--- config.mk ---
export PLATFORM = sky130hd
export DESIGN_NAME = fcvt_top
export DESIGN_NICKNAME = d
export VERILOG_FILES = /design/src/verilog/fcvt_pkg.sv /design/src/verilog/count_leading_zeros.sv /design/src/verilog/float_converter.sv /design/src/verilog/float_rounder.sv /design/src/verilog/fcvt_ctrl.sv /design/src/verilog/fcvt_top.sv
export SDC_FILE = /design/constraint.sdc
export NUM_CORES = 1
export LEC_CHECK = 0
export BUFFER_PORTS_ARGS = -buffer_cell sky130_fd_sc_hd__buf_2
export CORE_MARGIN = 2
export CORE_UTILIZATION = 50
export CTS_CLUSTER_DIAMETER = 50
export DETAILED_ROUTE_END_ITERATION = 8
export PLACE_DENSITY = 0.75
export SLEW_MARGIN = 40
export SYNTH_ARGS = -nofsm -noshare
export SYNTH_HDL_FRONTEND = slang
export SYNTH_SLANG_ARGS = --single-unit
export TNS_END_PERCENT = 1
--- constraint.sdc ---
create_clock -name clk_i -period 4.1 [get_ports clk_i]
set_input_delay 0.82 -clock clk_i [delete_from_list [all_inputs] [get_ports clk_i]]
set_output_delay 0.82 -clock clk_i [all_outputs]
set_load 0.03 [all_outputs]
--- src/verilog/fcvt_pkg.sv ---
/*
 * Shared types and constants for the floating-point conversion unit.
 * Holds the IEEE-754 single layout, converter micro-op, flag and status
 * bundles, the AXI4-Lite request/response structs and the register map.
 */

package fcvt_pkg;

    // ======================================================================
    // Floating point and conversion types
    // ======================================================================

    // Exponent bias of an IEEE-754 single
    localparam logic [7:0] BIAS = 8'd127;

    // Packed single, also usable directly as a raw 32-bit word
    typedef struct packed {
        logic        sign;
        logic [7:0]  exponent;
        logic [22:0] significand;
    } float_t;

    typedef enum logic {
        FLOAT2INT = 1'b0,
        INT2FLOAT = 1'b1
    } conversion_type_t;

    typedef struct packed {
        conversion_type_t cvt_type;
        logic             is_signed;
    } fcvt_uop_t;

    typedef struct packed {
        logic guard;
        logic round;
        logic sticky;
    } round_bits_t;

    typedef struct packed {
        logic overflow;
        logic underflow;
        logic invalid;
        logic inexact;
    } fcvt_flags_t;

    // Sits in the low 6 bits of STATUS, busy on bit 5
    typedef struct packed {
        logic        busy;
        logic        done;
        fcvt_flags_t flags;
    } fcvt_status_t;

    // ======================================================================
    // AXI4-Lite bundles and register map
    // ======================================================================

    localparam int AXIL_ADDR_W = 4;

    localparam logic [AXIL_ADDR_W-1:0] REG_OPERAND = 4'h0;
    localparam logic [AXIL_ADDR_W-1:0] REG_CONTROL = 4'h4;
    localparam logic [AXIL_ADDR_W-1:0] REG_RESULT  = 4'h8;
    localparam logic [AXIL_ADDR_W-1:0] REG_STATUS  = 4'hC;

    localparam logic [1:0] RESP_OKAY   = 2'b00;
    localparam logic [1:0] RESP_SLVERR = 2'b10;

    // Everything the master drives
    typedef struct packed {
        logic [AXIL_ADDR_W-1:0] awaddr;
        logic                   awvalid;
        logic [31:0]            wdata;
        logic [3:0]             wstrb;
        logic                   wvalid;
        logic                   bready;
        logic [AXIL_ADDR_W-1:0] araddr;
        logic                   arvalid;
        logic                   rready;
    } axil_req_t;

    // Everything the slave drives
    typedef struct packed {
        logic        awready;
        logic        wready;
        logic [1:0]  bresp;
        logic        bvalid;
        logic        arready;
        logic [31:0] rdata;
        logic [1:0]  rresp;
        logic        rvalid;
    } axil_rsp_t;

endpackage : fcvt_pkg

--- src/verilog/count_leading_zeros.sv ---
/*
 * Leading-zero counter built as a recursive halving tree.
 * WIDTH must be a power of two, at least 2. The count is meaningless
 * when is_all_zero_o is set.
 */

`timescale 1ns/1ps

module count_leading_zeros #(
    parameter int WIDTH = 32
) (
    input  logic [WIDTH-1:0]         operand_i,
    output logic [$clog2(WIDTH)-1:0] lz_count_o,
    output logic                     is_all_zero_o
);

    generate
        if (WIDTH == 2) begin : g_leaf
            // Two bits: one leading zero unless the upper bit is set
            assign lz_count_o    = ~operand_i[1];
            assign is_all_zero_o = ~(|operand_i);
        end else begin : g_node
            logic [$clog2(WIDTH/2)-1:0] hi_count;
            logic [$clog2(WIDTH/2)-1:0] lo_count;
            logic                       hi_zero;
            logic                       lo_zero;

            count_leading_zeros #(.WIDTH(WIDTH/2)) i_clz_hi (
                .operand_i     (operand_i[WIDTH-1:WIDTH/2]),
                .lz_count_o    (hi_count),
                .is_all_zero_o (hi_zero)
            );

            count_leading_zeros #(.WIDTH(WIDTH/2)) i_clz_lo (
                .operand_i     (operand_i[WIDTH/2-1:0]),
                .lz_count_o    (lo_count),
                .is_all_zero_o (lo_zero)
            );

            // An empty upper half adds its full width, which is the new MSB
            assign lz_count_o    = hi_zero ? {1'b1, lo_count} : {1'b0, hi_count};
            assign is_all_zero_o = hi_zero & lo_zero;
        end
    endgenerate

endmodule : count_leading_zeros

--- src/verilog/float_converter.sv ---
/*
 * Two-stage float/integer converter. Stage 0 registers the pre-shifted
 * operand, stage 1 is combinational and produces the raw result, the
 * round bits for the rounder and the exception flags.
 */

`timescale 1ns/1ps

module float_converter
    import fcvt_pkg::*;
(
    input  logic        clk_i,
    input  logic        rst_n_i,
    input  logic        valid_i,
    input  float_t      operand_i,
    input  fcvt_uop_t   operation_i,
    input  logic        is_nan_i,
    output float_t      result_o,
    output logic        valid_o,
    output round_bits_t round_bits_o,
    output logic        overflow_o,
    output logic        underflow_o,
    output logic        invalid_o
);

    // ======================================================================
    // Float to integer
    // ======================================================================

    logic        hidden_bit;
    logic [4:0]  f2i_shift;
    logic [54:0] f2i_shifted;

    // Denormals never reach the integer range, so the hidden bit is enough
    assign hidden_bit = operand_i.exponent != '0;
    assign f2i_shift  = 5'(operand_i.exponent - BIAS);

    // Integer part lands in bits 54:23, fraction bits fall below
    assign f2i_shifted = {31'b0, hidden_bit, operand_i.significand} << f2i_shift;

    logic [31:0] f2i_int_stg0;
    logic        below_one_stg0;
    logic        ge_2p31_stg0;
    logic        ge_2p32_stg0;
    logic        sign_stg0;
    logic        is_nan_stg0;
    fcvt_uop_t   uop_stg0;

    always_ff @(posedge clk_i) begin
        f2i_int_stg0   <= f2i_shifted[54:23];
        below_one_stg0 <= operand_i.exponent < BIAS;
        ge_2p31_stg0   <= operand_i.exponent >= BIAS + 8'd31;
        ge_2p32_stg0   <= operand_i.exponent >= BIAS + 8'd32;
        sign_stg0      <= operand_i.sign;
        is_nan_stg0    <= is_nan_i;
        uop_stg0       <= operation_i;
    end

    logic [31:0] f2i_value;
    logic        f2i_overflow;
    logic        f2i_underflow;

    always_comb begin
        f2i_value     = f2i_int_stg0;
        f2i_overflow  = 1'b0;
        f2i_underflow = 1'b0;

        if (below_one_stg0) begin
            // Magnitude below one truncates to zero
            f2i_value = '0;
        end else if (uop_stg0.is_signed) begin
            if (ge_2p31_stg0) begin
                // Outside the signed range, clamp to the nearest limit
                if (sign_stg0) begin
                    f2i_value     = 32'h8000_0000;
                    f2i_underflow = 1'b1;
                end else begin
                    f2i_value    = 32'h7FFF_FFFF;
                    f2i_overflow = 1'b1;
                end
            end else if (sign_stg0) begin
                f2i_value = -f2i_int_stg0;
            end
        end else begin
            if (sign_stg0) begin
                // No negative unsigned values exist
                f2i_value     = '0;
                f2i_underflow = 1'b1;
            end else if (ge_2p32_stg0) begin
                f2i_value    = '1;
                f2i_overflow = 1'b1;
            end
        end
    end

    // ======================================================================
    // Integer to float
    // ======================================================================

    logic [31:0] i2f_magnitude;
    logic [4:0]  i2f_clz;
    logic        i2f_all_zero;

    // Negating the most negative value still gives the right magnitude
    assign i2f_magnitude = (operation_i.is_signed & operand_i[31]) ? -operand_i : operand_i;

    count_leading_zeros #(.WIDTH(32)) i_clz (
        .operand_i     (i2f_magnitude),
        .lz_count_o    (i2f_clz),
        .is_all_zero_o (i2f_all_zero)
    );

    logic [31:0] i2f_magnitude_stg0;
    logic [4:0]  i2f_clz_stg0;
    logic        i2f_all_zero_stg0;
    logic        i2f_sign_stg0;

    always_ff @(posedge clk_i) begin
        i2f_magnitude_stg0 <= i2f_magnitude;
        i2f_clz_stg0       <= i2f_clz;
        i2f_all_zero_stg0  <= i2f_all_zero;
        i2f_sign_stg0      <= operation_i.is_signed & operand_i[31];
    end

    logic [31:0] i2f_normalized;
    logic [7:0]  i2f_exponent;
    float_t      i2f_value;
    round_bits_t i2f_round_bits;

    // After normalization the leading one sits in bit 31 and is dropped
    assign i2f_normalized = i2f_magnitude_stg0 << i2f_clz_stg0;
    assign i2f_exponent   = i2f_all_zero_stg0 ? '0 :
                            BIAS + (8'd31 - {3'b0, i2f_clz_stg0});

    assign i2f_value.sign        = i2f_sign_stg0;
    assign i2f_value.exponent    = i2f_exponent;
    assign i2f_value.significand = i2f_normalized[30:8];

    // Guard and round are the next two bits, sticky ORs the rest
    assign i2f_round_bits.guard  = i2f_normalized[7];
    assign i2f_round_bits.round  = i2f_normalized[6];
    assign i2f_round_bits.sticky = |i2f_normalized[5:0];

    // ======================================================================
    // Output stage
    // ======================================================================

    always_ff @(posedge clk_i) begin
        if (!rst_n_i) begin
            valid_o <= 1'b0;
        end else begin
            valid_o <= valid_i;
        end
    end

    always_comb begin
        if (uop_stg0.cvt_type == INT2FLOAT) begin
            result_o     = i2f_value;
            round_bits_o = i2f_round_bits;
            overflow_o   = 1'b0;
            underflow_o  = 1'b0;
            invalid_o    = 1'b0;
        end else begin
            // Integer results are exact after truncation, no rounding
            result_o     = f2i_value;
            round_bits_o = '0;
            overflow_o   = f2i_overflow;
            underflow_o  = f2i_underflow;
            invalid_o    = is_nan_stg0;
        end
    end

endmodule : float_converter

--- src/verilog/float_rounder.sv ---
/*
 * Registered round-to-nearest-even stage behind the converter.
 * Adjusts significand and exponent from the round bits and collects
 * all exception flags, including inexact. Adds one cycle of latency.
 */

`timescale 1ns/1ps

module float_rounder
    import fcvt_pkg::*;
(
    input  logic        clk_i,
    input  logic        rst_n_i,
    input  logic        valid_i,
    input  float_t      result_i,
    input  round_bits_t round_bits_i,
    input  logic        overflow_i,
    input  logic        underflow_i,
    input  logic        invalid_i,
    output float_t      result_o,
    output fcvt_flags_t flags_o,
    output logic        valid_o
);

    logic        round_up;
    logic [23:0] significand_sum;
    float_t      rounded;

    // Above halfway, or exactly halfway with an odd significand
    assign round_up = round_bits_i.guard &
                      (round_bits_i.round | round_bits_i.sticky | result_i.significand[0]);

    assign significand_sum = {1'b0, result_i.significand} + 24'(round_up);

    always_comb begin
        rounded             = result_i;
        rounded.significand = significand_sum[22:0];
        // A carry out means 1.111.. became 10.000.., bump the exponent
        if (significand_sum[23]) begin
            rounded.exponent = result_i.exponent + 8'd1;
        end
    end

    always_ff @(posedge clk_i) begin
        if (!rst_n_i) begin
            valid_o <= 1'b0;
        end else begin
            valid_o <= valid_i;
        end
    end

    // Float-to-integer words have zero round bits and pass unchanged
    always_ff @(posedge clk_i) begin
        result_o          <= rounded;
        flags_o.overflow  <= overflow_i;
        flags_o.underflow <= underflow_i;
        flags_o.invalid   <= invalid_i;
        flags_o.inexact   <= |round_bits_i;
    end

endmodule : float_rounder

--- src/verilog/fcvt_ctrl.sv ---
/*
 * AXI4-Lite slave and register bank of the conversion unit.
 * A CONTROL write starts one conversion, the result and flags are
 * captured when the rounder returns valid. Host polls STATUS.
 */

`timescale 1ns/1ps

module fcvt_ctrl
    import fcvt_pkg::*;
(
    input  logic        clk_i,
    input  logic        rst_n_i,
    input  axil_req_t   axil_req_i,
    output axil_rsp_t   axil_rsp_o,
    output float_t      operand_o,
    output fcvt_uop_t   operation_o,
    output logic        is_nan_o,
    output logic        start_o,
    input  float_t      result_i,
    input  fcvt_flags_t flags_i,
    input  logic        result_valid_i
);

    logic         awready_q;
    logic         bvalid_q;
    logic [1:0]   bresp_q;
    logic         rvalid_q;
    logic [1:0]   rresp_q;
    logic [31:0]  rdata_q;
    float_t       operand_q;
    fcvt_uop_t    uop_q;
    float_t       result_q;
    fcvt_flags_t  flags_q;
    logic         busy_q;
    logic         done_q;
    logic         start_q;
    fcvt_status_t status;

    // ======================================================================
    // Write channel
    // ======================================================================

    logic wr_fire;
    logic wr_is_operand;
    logic wr_is_control;
    logic start_accept;

    // AW and W are taken together, so one ready serves both channels
    assign wr_fire       = awready_q & axil_req_i.awvalid & axil_req_i.wvalid;
    assign wr_is_operand = axil_req_i.awaddr == REG_OPERAND;
    assign wr_is_control = axil_req_i.awaddr == REG_CONTROL;
    assign start_accept  = wr_fire & wr_is_control & ~busy_q;

    always_ff @(posedge clk_i) begin
        if (!rst_n_i) begin
            awready_q <= 1'b0;
            bvalid_q  <= 1'b0;
        end else begin
            // One-cycle ready pulse, held off while a B response waits
            awready_q <= axil_req_i.awvalid & axil_req_i.wvalid & ~bvalid_q & ~awready_q;
            if (wr_fire) begin
                bvalid_q <= 1'b1;
            end else if (axil_req_i.bready) begin
                bvalid_q <= 1'b0;
            end
        end
    end

    always_ff @(posedge clk_i) begin
        if (wr_fire) begin
            // CONTROL while busy and every other address are refused
            bresp_q <= (wr_is_operand | start_accept) ? RESP_OKAY : RESP_SLVERR;
        end
        for (int b = 0; b < 4; b++) begin
            if (wr_fire & wr_is_operand & axil_req_i.wstrb[b]) begin
                operand_q[8*b +: 8] <= axil_req_i.wdata[8*b +: 8];
            end
        end
        if (start_accept) begin
            uop_q.cvt_type  <= conversion_type_t'(axil_req_i.wdata[0]);
            uop_q.is_signed <= axil_req_i.wdata[1];
        end
        if (result_valid_i) begin
            result_q <= result_i;
        end
    end

    // ======================================================================
    // Conversion sequencing
    // ======================================================================

    always_ff @(posedge clk_i) begin
        if (!rst_n_i) begin
            start_q <= 1'b0;
            busy_q  <= 1'b0;
            done_q  <= 1'b0;
            flags_q <= '0;
        end else begin
            start_q <= start_accept;
            if (start_accept) begin
                // Old done and flags stay visible until this point
                busy_q  <= 1'b1;
                done_q  <= 1'b0;
                flags_q <= '0;
            end else if (result_valid_i) begin
                busy_q  <= 1'b0;
                done_q  <= 1'b1;
                flags_q <= flags_i;
            end
        end
    end

    assign status.busy  = busy_q;
    assign status.done  = done_q;
    assign status.flags = flags_q;

    // NaN only matters when the operand is read as a float
    assign is_nan_o    = (operand_q.exponent == 8'hFF) & (operand_q.significand != '0) &
                         (uop_q.cvt_type == FLOAT2INT);
    assign operand_o   = operand_q;
    assign operation_o = uop_q;
    assign start_o     = start_q;

    // ======================================================================
    // Read channel
    // ======================================================================

    logic        rd_fire;
    logic [31:0] rd_data;
    logic [1:0]  rd_resp;

    assign rd_fire = axil_req_i.arvalid & ~rvalid_q;

    always_comb begin
        rd_data = '0;
        rd_resp = RESP_OKAY;
        case (axil_req_i.araddr)
            REG_OPERAND: rd_data = operand_q;
            REG_CONTROL: rd_data = {30'b0, uop_q.is_signed, uop_q.cvt_type};
            REG_RESULT:  rd_data = result_q;
            REG_STATUS:  rd_data = {26'b0, status};
            default:     rd_resp = RESP_SLVERR;
        endcase
    end

    always_ff @(posedge clk_i) begin
        if (!rst_n_i) begin
            rvalid_q <= 1'b0;
        end else if (rd_fire) begin
            rvalid_q <= 1'b1;
        end else if (axil_req_i.rready) begin
            rvalid_q <= 1'b0;
        end
    end

    always_ff @(posedge clk_i) begin
        if (rd_fire) begin
            rdata_q <= rd_data;
            rresp_q <= rd_resp;
        end
    end

    assign axil_rsp_o.awready = awready_q;
    assign axil_rsp_o.wready  = awready_q;
    assign axil_rsp_o.bresp   = bresp_q;
    assign axil_rsp_o.bvalid  = bvalid_q;
    assign axil_rsp_o.arready = ~rvalid_q;
    assign axil_rsp_o.rdata   = rdata_q;
    assign axil_rsp_o.rresp   = rresp_q;
    assign axil_rsp_o.rvalid  = rvalid_q;

endmodule : fcvt_ctrl

--- src/verilog/fcvt_top.sv ---
/*
 * Top level of the conversion unit. Connects the AXI4-Lite register
 * block to the converter and the rounder, which form a 3-cycle path.
 */

`timescale 1ns/1ps

module fcvt_top
    import fcvt_pkg::*;
(
    input  logic      clk_i,
    input  logic      rst_n_i,
    input  axil_req_t axil_req_i,
    output axil_rsp_t axil_rsp_o
);

    // Control to converter
    float_t      cvt_operand;
    fcvt_uop_t   cvt_operation;
    logic        cvt_is_nan;
    logic        cvt_start;

    // Converter to rounder
    float_t      raw_result;
    round_bits_t raw_round_bits;
    logic        raw_overflow;
    logic        raw_underflow;
    logic        raw_invalid;
    logic        raw_valid;

    // Rounder back to control
    float_t      final_result;
    fcvt_flags_t final_flags;
    logic        final_valid;

    fcvt_ctrl i_fcvt_ctrl (
        .clk_i          (clk_i),
        .rst_n_i        (rst_n_i),
        .axil_req_i     (axil_req_i),
        .axil_rsp_o     (axil_rsp_o),
        .operand_o      (cvt_operand),
        .operation_o    (cvt_operation),
        .is_nan_o       (cvt_is_nan),
        .start_o        (cvt_start),
        .result_i       (final_result),
        .flags_i        (final_flags),
        .result_valid_i (final_valid)
    );

    float_converter i_float_converter (
        .clk_i        (clk_i),
        .rst_n_i      (rst_n_i),
        .valid_i      (cvt_start),
        .operand_i    (cvt_operand),
        .operation_i  (cvt_operation),
        .is_nan_i     (cvt_is_nan),
        .result_o     (raw_result),
        .valid_o      (raw_valid),
        .round_bits_o (raw_round_bits),
        .overflow_o   (raw_overflow),
        .underflow_o  (raw_underflow),
        .invalid_o    (raw_invalid)
    );

    float_rounder i_float_rounder (
        .clk_i        (clk_i),
        .rst_n_i      (rst_n_i),
        .valid_i      (raw_valid),
        .result_i     (raw_result),
        .round_bits_i (raw_round_bits),
        .overflow_i   (raw_overflow),
        .underflow_i  (raw_underflow),
        .invalid_i    (raw_invalid),
        .result_o     (final_result),
        .flags_o      (final_flags),
        .valid_o      (final_valid)
    );

endmodule : fcvt_top

==> results.sh, run 1 <==
export IMPL_fin_hold_ws_ns=0.394
export IMPL_place_area_um2=14700
export IMPL_rr_endpoint="i_float_converter.i2f_all_zero_stg0$_DFF_P_"
export IMPL_viasPerCell=6.52
export IMPL_synth_edff_count=100
export IMPL_drtPass1Iterations=5
export IMPL_netlist_cell_type_count=90
export IMPL_drtIter0Drc=1394
export IMPL_worstSetupPathType="reg2reg"
export IMPL_tns_ns=0
export IMPL_synth_top_cell_area_share_pct=21.9
export IMPL_startpoint="i_fcvt_ctrl.operand_o[15]$_DFFE_PP_"
export IMPL_ys_seq_elements=225
export IMPL_clockBufferDepth=3
export IMPL_leakage_nw=5.84
export IMPL_irDropWorstVdd_mv=0.310
export IMPL_setup_viol_count_final=0
export IMPL_crit_path_end="i_float_converter.i2f_all_zero_stg0$_DFF_P_"
export IMPL_drc=0
export IMPL_numPortBuffers=89
export IMPL_crit_arrival_ns=4.14
export IMPL_antenna_found_initial=0
export IMPL_maxCapViolCount=0
export IMPL_cp_end_kind="register"
export IMPL_wl_per_cell_um=24.7
export IMPL_seq_area_um2=5510
export IMPL_hold_path_class="reg2reg"
export IMPL_io_pins=92
export IMPL_final_hold_violation_count=0
export IMPL_die_w_um=170
export IMPL_nets=1535
export IMPL_status="finished clean"
export IMPL_initial_core_util_pct=50.9
export IMPL_pwr_density_cell_nw_per_um2=312
export IMPL_start_kind="register"
export IMPL_rows=60
export IMPL_synth_top_area_cell="edfxtp_1"
export IMPL_clockRootBuffer="clkbuf_16"
export IMPL_ys_seq_area_share_pct=40.1
export IMPL_cts_max_level=1
export IMPL_insertion_delay_ns=0.54
export IMPL_grt_pass1_wl_mm=68.2
export IMPL_fill_cells=2322
export IMPL_cts_setup_buffers=0
export IMPL_cts_hold_buf=0
export IMPL_worst_slew_pin_slew_ns=0.828
export IMPL_finClkSkew_ns=0.0120
export IMPL_finalInstanceArea_um2=15700
export IMPL_yosys_warnings=0
export IMPL_synth_avg_cell_area_um2=9.84
export IMPL_dp_hpwl_mm=35.3
export IMPL_critical_path_peak_fanout=9
export IMPL_synthArstFlopShare_pct=0
export IMPL_core_um2=27000
export IMPL_place_inst=1788
export IMPL_reg2reg_from="i_fcvt_ctrl.operand_o[15]$_DFFE_PP_"
export IMPL_fmax_ghz=0.271
export IMPL_final_cells=1840
export IMPL_cts_clk_slew_worst_paths_ns=0.06
export IMPL_syn2layout_area_growth_pct=14.2
export IMPL_maxSlewHeadroom_pct=44.4
export IMPL_fin_crit_sh_pct=90.1
export IMPL_netlist_area_um2=13700
export IMPL_dieArea_um2=28800
export IMPL_cts_sinks=225
export IMPL_drtAntennaViolNets=0
export IMPL_vias=12000
export IMPL_cts_tree="yes"
export IMPL_gp_congestion=1.06
export IMPL_wirelength_mm=45.5
export IMPL_report_final_slew_viol_count=0
export IMPL_crit_required_ns=4.55
export IMPL_grt_overflow_total=0
export IMPL_worstRegToRegCells=8
export IMPL_drive_gt1_share_pct=21.7
export IMPL_rsz0062_at_grt="no"
export IMPL_cts_buffers=27
export IMPL_cts_resized=0
export IMPL_grt_pass1_vias=11200
export IMPL_chipHeight_um=170
export IMPL_grt_use_total_pct=31.5
export IMPL_synthTopCellsByArea="edfxtp_1 22%, dfxtp_1 18%, mux4_2 7.9%"
export IMPL_multi_input_area_um2=7620
export IMPL_min_period_ns=3.69
export IMPL_syn_instance_count=1393
export IMPL_ys_flop_type="dfxtp_1"
export IMPL_grt_max_degree=44
export IMPL_regToRegSetupSlack_ns=0.41
==> critical path: stages (launching register included) <==
cell,delay (ns)
edfxtp_1,0.65
or4_1,0.71
or3_4,0.48
or4_4,0.52
a211oi_2,0.31
o22ai_2,0.18
nor4b_4,0.32
nand2b_2,0.14
nor4_2,0.29
==> power breakdown <==
| group | internal, W | switching (W) |
|---|---|---|
| Sequential | 0.00236 | 0.00000781 |
| Combinational | 0.0000507 | 0.0000907 |
| Clock | 0.00141 | 0.000965 |
| Total | 0.00382 | 0.00106 |
==> cell type report <==
class	count	share of cell area (%)
repair buffers	166	6.53
diodes	2	0.0320
flip-flops and latches	225	35.2
clock inverters	17	1.12
multi-input cells	1018	48.7
clock buffers	33	4.86
inverters	38	0.911
well taps	341	2.72
==> worst min-delay path by stage <==
stage,startpoint,to,slack (ns),cells past startpoint
after floorplan,i_fcvt_ctrl.operation_o[1]$_DFFE_PP_,i_float_converter.uop_stg0[1]$_DFF_P_,0.37,0
after global placement,i_float_rounder.result_o[19]$_DFF_P_,i_fcvt_ctrl.result_q[19]$_DFFE_PP_,0.39,0
after detailed placement,i_float_rounder.result_o[10]$_DFF_P_,i_fcvt_ctrl.result_q[10]$_DFFE_PP_,0.39,0
after CTS,i_float_rounder.result_o[17]$_DFF_P_,i_fcvt_ctrl.result_q[17]$_DFFE_PP_,0.39,0
after global routing,i_float_rounder.result_o[17]$_DFF_P_,i_fcvt_ctrl.result_q[17]$_DFFE_PP_,0.39,0
final,i_float_rounder.result_o[17]$_DFF_P_,i_fcvt_ctrl.result_q[17]$_DFFE_PP_,0.39,0
==> cell usage after synthesis (6+ instances only) <==
cell type	count
xor2_1	23
buf_4	8
nor2b_1	20
clkbuf_1	73
nor3_1	48
or3_1	14
buf_1	10
a32o_1	6
o31ai_1	8
nand4_1	15
edfxtp_1	100
buf_2	17
nor2_1	119
a22o_1	27
mux2i_1	68
ha_1	8
o21a_1	6
o22ai_1	17
o211ai_1	13
nand2b_1	19
and3_1	9
a21oi_1	58
nand4b_1	6
a211oi_1	21
mux2_2	21
a31oi_1	17
or2_2	12
a32oi_1	7
a21o_1	6
inv_1	34
nand3_1	26
mux4_2	48
o21ai_0	61
or4_1	13
and2_1	16
nor3b_1	9
nand3b_1	10
xnor2_1	40
nor4_1	20
nand2_1	99
dfxtp_1	125
o221ai_1	8
==> routing by layer <==
layer | GRT usage, % | part of all wire, %
met4 | 13.9 | 5.1
met3 | 5.32 | 9.5
met2 | 47.0 | 42
met1 | 45.0 | 43
met5 | 0 | 0
==> state kept, by name, indices dropped and copies added, names as in the netlist, 2 cells and up <==
| register | cells |
|---|---|
| i_fcvt_ctrl.flags_q | 4 |
| i_fcvt_ctrl.operand_o | 32 |
| i_fcvt_ctrl.operation_o | 2 |
| i_fcvt_ctrl.rdata_q | 32 |
| i_fcvt_ctrl.result_q | 32 |
| i_float_converter.f2i_int_stg0 | 32 |
| i_float_converter.i2f_clz_stg0 | 5 |
| i_float_converter.i2f_magnitude_stg0 | 31 |
| i_float_converter.uop_stg0 | 2 |
| i_float_rounder.flags_o | 4 |
| i_float_rounder.result_o | 32 |
==> kinds of logic after synthesis <==
kind of cell / share of synthesized area [%]
muxes: 15.3
buffers and inverters: 4.78
adders and majority gates: 0.730
and+or+nand+nor: 18.5
AOI/OAI and AO/OA: 16.5
xor gates and xnor gates: 4.02
other: 0.0273
DFF: 40.1
==> stage by stage <==
stage	setup WS, ns	total power (W)	utilization, %
finish	0.405	0.00488	58.1
detailed placement	0.474	0.00256	54.6
global route	0.192	0.00501	58.1
floorplan	0.658	0.00251	-
CTS	0.448	0.00493	58.1
global placement	0.505	0.00255	54.5
==> layout by cell type, fill, tap and decap left out, drive strengths merged, types with 28 or more instances in the layout <==
master,Yosys,layout
mux2i,68,68
xnor2,40,40
clkbuf,73,33
nand2,99,99
nor3,48,48
a21oi,58,58
edfxtp,100,100
nor2,119,119
inv,36,38
mux4,52,52
buf,40,166
o21ai,61,61
dfxtp,125,125
a22o,28,28
No activity file was read; power rests on OpenSTA's default activity.
==> run 2, diff against run 1 <==
RECOVER_POWER = 100   (was not set)
==> run 2 against run 1 <==
  * The flow now finishes with violations (max-capacitance violations, max-slew violations)
  * Maximum frequency shrank 3.0%
  * Sequential share of layout area grew 0.35 points
  * Global-route usage is the same
  * Via count shrank 0.90%
  * Power shrank 0.11%
  * Clock power is essentially flat
  * Non-clock buffer count is the same
  * Core utilization shrank 0.57 points
  * Critical endpoint is now i_float_rounder.result_o[24]$_DFF_P_
  * Largest power group unchanged
  * Highest routed layer unchanged
==> results.sh, run 2 (synthesis results as in run 1) <==
export IMPL_cts_resized=0
export IMPL_worst_slew_pin_slew_ns=2.09
export IMPL_min_period_ns=3.81
export IMPL_hold_start="i_float_rounder.result_o[17]$_DFF_P_"
export IMPL_fin_crit_sh_pct=92.9
export IMPL_io_pins=92
export IMPL_drive_gt1_share_pct=17.0
export IMPL_cts_sinks=225
export IMPL_chipHeight_um=170
export IMPL_initial_core_util_pct=50.9
export IMPL_whs_path_depth=0
export IMPL_violations="max-capacitance violations, max-slew violations"
export IMPL_tns_ns=0
export IMPL_hold_path_class="reg2reg"
export IMPL_cts_max_level=1
export IMPL_reg2reg_from="i_float_converter.i2f_clz_stg0[1]$_DFF_P_"
export IMPL_maxSlewHeadroom_pct=-39.2
export IMPL_cts_hold_buf=0
export IMPL_wl_per_cell_um=24.7
export IMPL_vias=11900
export IMPL_crit_required_ns=4.53
export IMPL_final_cell_mix="122 x dfxtp_1, 119 x nor2_1, 100 x edfxtp_1"
export IMPL_final_hold_violation_count=0
export IMPL_gp_congestion=1.06
export IMPL_rows=60
export IMPL_grt_use_total_pct=31.5
export IMPL_rsz0062_at_grt="no"
export IMPL_drtIter0Drc=1419
export IMPL_nets=1535
export IMPL_critical_path_peak_fanout=22
export IMPL_worstSetupPathType="reg2reg"
export IMPL_numPortBuffers=89
export IMPL_crit_arrival_ns=4.23
export IMPL_grt_overflow_total=0
export IMPL_grt_pass1_vias=11200
export IMPL_dp_hpwl_mm=35.3
export IMPL_pwr_density_cell_nw_per_um2=315
export IMPL_start_kind="register"
export IMPL_dieArea_um2=28800
export IMPL_report_final_slew_viol_count=104
export IMPL_clockRootBuffer="clkbuf_16"
export IMPL_leakage_nw=5.61
export IMPL_drtPass1Iterations=5
export IMPL_cts_setup_buffers=0
export IMPL_viasPerCell=6.46
export IMPL_cp_end_kind="register"
export IMPL_regToRegSetupSlack_ns=0.29
export IMPL_irDropWorstVdd_mv=0.310
export IMPL_finClkSkew_ns=0.0128
export IMPL_grt_max_degree=44
export IMPL_drc=0
export IMPL_cts_clk_slew_worst_paths_ns=0.06
export IMPL_wirelength_mm=45.5
export IMPL_insertion_delay_ns=0.54
export IMPL_cts_buffers=27
export IMPL_utilization_pct=57.5
export IMPL_antenna_found_initial=0
export IMPL_die_w_um=170
export IMPL_final_common_cell="dfxtp_1"
export IMPL_syn2layout_area_growth_pct=13.1
export IMPL_clockBufferDepth=3
export IMPL_status="complete, but fails checks"
export IMPL_drtAntennaViolNets=0
export IMPL_whs_endpoint="i_fcvt_ctrl.result_q[17]$_DFFE_PP_"
export IMPL_grt_pass1_wl_mm=68.2
export IMPL_rr_endpoint="i_float_rounder.result_o[24]$_DFF_P_"
export IMPL_setup_viol_count_final=0
export IMPL_core_um2=27000
export IMPL_fmax_ghz=0.263
export IMPL_cts_tree="yes"
export IMPL_maxCapViolCount=3
export IMPL_worstRegToRegCells=10
==> run 2: stage by stage <==
stage	total power, W	instance area, um^2	worst slack [ns]	std cells	hold slack (ns)
floorplan	0.00251	13700	0.658	1394	0.365
global placement	0.00255	14700	0.505	1788	0.385
detailed placement	0.00256	14700	0.474	1788	0.389
CTS	0.00493	15700	0.448	1838	0.394
global route	0.00501	15500	0.122	1838	0.392
finish	0.00488	15500	0.293	1840	0.394
==> run 2: where the power goes <==
part	switching (W)	internal, W
Sequential	0.00000824	0.00236
Clock	0.000966	0.00141
Combinational	0.0000909	0.0000429
Total	0.00107	0.00381
==> run 2: cell type report <==
| type | count | area (um^2) |
|---|---|---|
| antenna | 2 | 5.00 |
| clock buffer | 33 | 761 |
| clock inverter | 17 | 175 |
| fill | 2391 | 11400 |
| inverter | 38 | 143 |
| multi-input combinational | 1018 | 7590 |
| sequential | 225 | 5510 |
| tap | 341 | 427 |
| timing repair buffer | 166 | 903 |
==> run 2: metal layers <==
| layer | vias up | track usage, % | wire length [um] |
|---|---|---|---|
| li1 | 5467 | - | - |
| met1 | 5705 | 45.0 | 19800 |
| met2 | 609 | 47.0 | 19400 |
| met3 | 108 | 5.32 | 4100 |
| met4 | 0 | 13.9 | 2290 |
| met5 | - | 0 | 0 |
==> run 2: worst max path at each step <==
stage	endpoint	start	slack, ns
2_1_floorplan	i_float_converter.f2i_int_stg0[7]$_DFF_P_	i_fcvt_ctrl.operand_o[23]$_DFFE_PP_	0.66
3_3_place_gp	i_float_converter.i2f_clz_stg0[1]$_DFF_P_	i_fcvt_ctrl.operand_o[15]$_DFFE_PP_	0.51
3_5_place_dp	i_float_rounder.result_o[24]$_DFF_P_	i_float_converter.i2f_clz_stg0[1]$_DFF_P_	0.47
4_1_cts	i_float_converter.i2f_all_zero_stg0$_DFF_P_	i_fcvt_ctrl.operand_o[15]$_DFFE_PP_	0.45
5_1_grt	i_float_converter.f2i_int_stg0[0]$_DFF_P_	i_fcvt_ctrl.operand_o[23]$_DFFE_PP_	0.12
6_report	i_float_rounder.result_o[24]$_DFF_P_	i_float_converter.i2f_clz_stg0[1]$_DFF_P_	0.29
==> run 2: critical path: stages (launching register included) <==
cell and delay, ns:
dfxtp_2 0.70, clkbuf_2 0.42, buf_4 0.29, mux4_2 0.52
mux4_2 0.50, o21a_1 0.20, a32o_1 0.25, o31ai_1 0.11
nor3_1 0.16, nand3_1 0.18, mux2_2 0.35
==> run 3, diff against run 2 <==
clock period = 4.2 ns   (was 4.1 ns; I/O delays follow)
==> run 3 against run 2 <==
  * The flow still finishes with violations (max-capacitance violations, max-slew violations)
  * Maximum frequency down 4.3%
  * Clock skew up 0.0046 ns
  * Wire length down 3.0%
  * Critical path depth down 2
  * Core utilization down 0.47 points
  * Die area unchanged
  * Clock power down 3%
  * Cell count down 1.1%
  * Via count down 0.35%
  * Critical endpoint is now i_float_converter.i2f_all_zero_stg0$_DFF_P_
  * Largest power group is now sequential cells
==> results.sh, run 3 (synthesis results as in run 1) <==
export IMPL_status="complete, but fails checks"
export IMPL_violations="max-capacitance violations, max-slew violations"
export IMPL_viasPerCell=6.51
export IMPL_worstSetupPathType="reg2reg"
export IMPL_dieArea_um2=28800
export IMPL_maxCapViolCount=2
export IMPL_insertion_delay_ns=0.54
export IMPL_final_common_cell="dfxtp_1"
export IMPL_cts_sinks=225
export IMPL_cts_tree="yes"
export IMPL_critical_path_peak_fanout=9
export IMPL_vias=11800
export IMPL_fmax_ghz=0.251
export IMPL_numPortBuffers=89
export IMPL_worst_slew_pin_slew_ns=2.10
export IMPL_busiest_layer="met2"
export IMPL_setup_viol_count_final=0
export IMPL_core_um2=27000
export IMPL_dp_hpwl_mm=33.7
export IMPL_nets=1517
export IMPL_rows=60
export IMPL_crit_arrival_ns=4.41
export IMPL_fin_crit_sh_pct=94.7
export IMPL_gp_congestion=1.04
export IMPL_irDropWorstVdd_mv=0.315
export IMPL_finClkSkew_ns=0.0175
export IMPL_place_area_um2=14600
export IMPL_dp_slack_ns=0.406
export IMPL_io_pins=92
export IMPL_drive_gt1_share_pct=16.1
export IMPL_grt_overflow_total=0
export IMPL_drc=0
export IMPL_crit_required_ns=4.63
export IMPL_worst_slack_ns=0.222
export IMPL_grt_pass1_vias=10900
export IMPL_cts_clk_slew_worst_paths_ns=0.06
export IMPL_internal_power_w=0.00373
export IMPL_cts_buffers=26
export IMPL_p_sw_share_pct=21.4
export IMPL_leakage_nw=5.55
export IMPL_drtPass1Iterations=8
export IMPL_met2_usage_pct=45.3
export IMPL_final_cell_mix="123 x dfxtp_1, 119 x nor2_1, 100 x edfxtp_1"
export IMPL_pwr_density_cell_nw_per_um2=309
export IMPL_met3_usage_pct=4.94
export IMPL_maxSlewHeadroom_pct=-40.2
export IMPL_p_clk_share_pct=48.6
export IMPL_switching_power_w=0.00102
export IMPL_drtIter0Drc=1554
export IMPL_initial_core_util_pct=50.9
export IMPL_wirelength_mm=44.2
export IMPL_clockRootBuffer="clkbuf_16"
export IMPL_drtAntennaViolNets=0
export IMPL_fin_hold_ws_ns=0.401
export IMPL_antenna_found_initial=1
export IMPL_seqPwrFrac_pct=48.7
export IMPL_grt_pass1_wl_mm=66.5
export IMPL_cts_max_level=1
export IMPL_wl_per_cell_um=24.3
export IMPL_tns_ns=0
export IMPL_start_kind="register"
export IMPL_report_final_slew_viol_count=73
export IMPL_grt_max_degree=44
export IMPL_clockBufferDepth=3
export IMPL_grt_use_total_pct=30.6
export IMPL_rsz0062_at_grt="no"
export IMPL_hold_path_class="reg2reg"
export IMPL_finalInstanceArea_um2=15400
export IMPL_min_period_ns=3.98
export IMPL_cts_resized=0
export IMPL_cp_end_kind="register"
export IMPL_cts_setup_buffers=0
export IMPL_chipHeight_um=170
export IMPL_cts_hold_buf=0
export IMPL_gr_usage_met1_pct=43.5
export IMPL_syn2layout_area_growth_pct=12.2
export IMPL_die_w_um=170
export IMPL_final_hold_violation_count=0
export IMPL_p_comb_share_pct=2.7
## run 3: cell types whose count changed in the layout (fill, tap and decap cells not counted), moves of 2 or more
cell      previous run  this run
buf_12               0         2
buf_4               59        45
clkbuf_1            62        59
clkinv_2             5         3
clkinv_8             5         3
inv_8                0         2
or4_1               15        13
or4_4                0         2
## run 3: power by group through the flow
stage / Clock (W) / Combinational (W) / Sequential [W]
3_3_place_gp: 0 / 0.000136 / 0.00236
6_report: 0.00231 / 0.000130 / 0.00231
5_1_grt: 0.00242 / 0.000141 / 0.00231
4_1_cts: 0.00234 / 0.000139 / 0.00231
2_1_floorplan: 0 / 0.0000512 / 0.00240
3_5_place_dp: 0 / 0.000138 / 0.00236
## run 3: layout make-up
type | instances | area (um^2)
Fill cell | 2342 | 11600
Inverter | 38 | 143
Timing Repair Buffer | 149 | 820
Sequential cell | 225 | 5510
Antenna cell | 1 | 2.50
Multi-Input combinational cell | 1018 | 7570
Clock inverter | 15 | 185
Tap cell | 341 | 427
Clock buffer | 33 | 729
## run 3: per-stage QoR
step	utilization (%)	total power, W	cells
2_1_floorplan	-	0.00245	1394
3_3_place_gp	54.1	0.00249	1771
3_5_place_dp	54.2	0.00250	1771
4_1_cts	57.5	0.00479	1819
5_1_grt	57.1	0.00487	1819
6_report	57.1	0.00475	1820
## run 3: worst paths after layout
check / startpoint / end / slack [ns] / depth (start not counted)
max: i_fcvt_ctrl.operand_o[15]$_DFFE_PP_ / i_float_converter.i2f_all_zero_stg0$_DFF_P_ / 0.22 / 8
min reg2reg: i_float_rounder.result_o[11]$_DFF_P_ / i_fcvt_ctrl.result_q[11]$_DFFE_PP_ / 0.40 / 0
max reg2reg: i_fcvt_ctrl.operand_o[15]$_DFFE_PP_ / i_float_converter.i2f_all_zero_stg0$_DFF_P_ / 0.22 / 8
min: i_float_rounder.result_o[11]$_DFF_P_ / i_fcvt_ctrl.result_q[11]$_DFFE_PP_ / 0.40 / 0
## run 3: metal layers
metal  wire length (um)  share of wire, %
met5                  0                 0
met4               2430               5.5
met3               4030               9.1
met2              18900                43
met1              18800                43
## run 3: worst max-delay path, cell delays in order (launching register included)
cell and delay [ns]:
edfxtp_1 0.64, or4_1 0.72, or3_1 0.52, or4_4 0.54
a211oi_1 0.39, o22ai_2 0.18, nor4b_2 0.43, nand2b_2 0.15
nor4_2 0.31
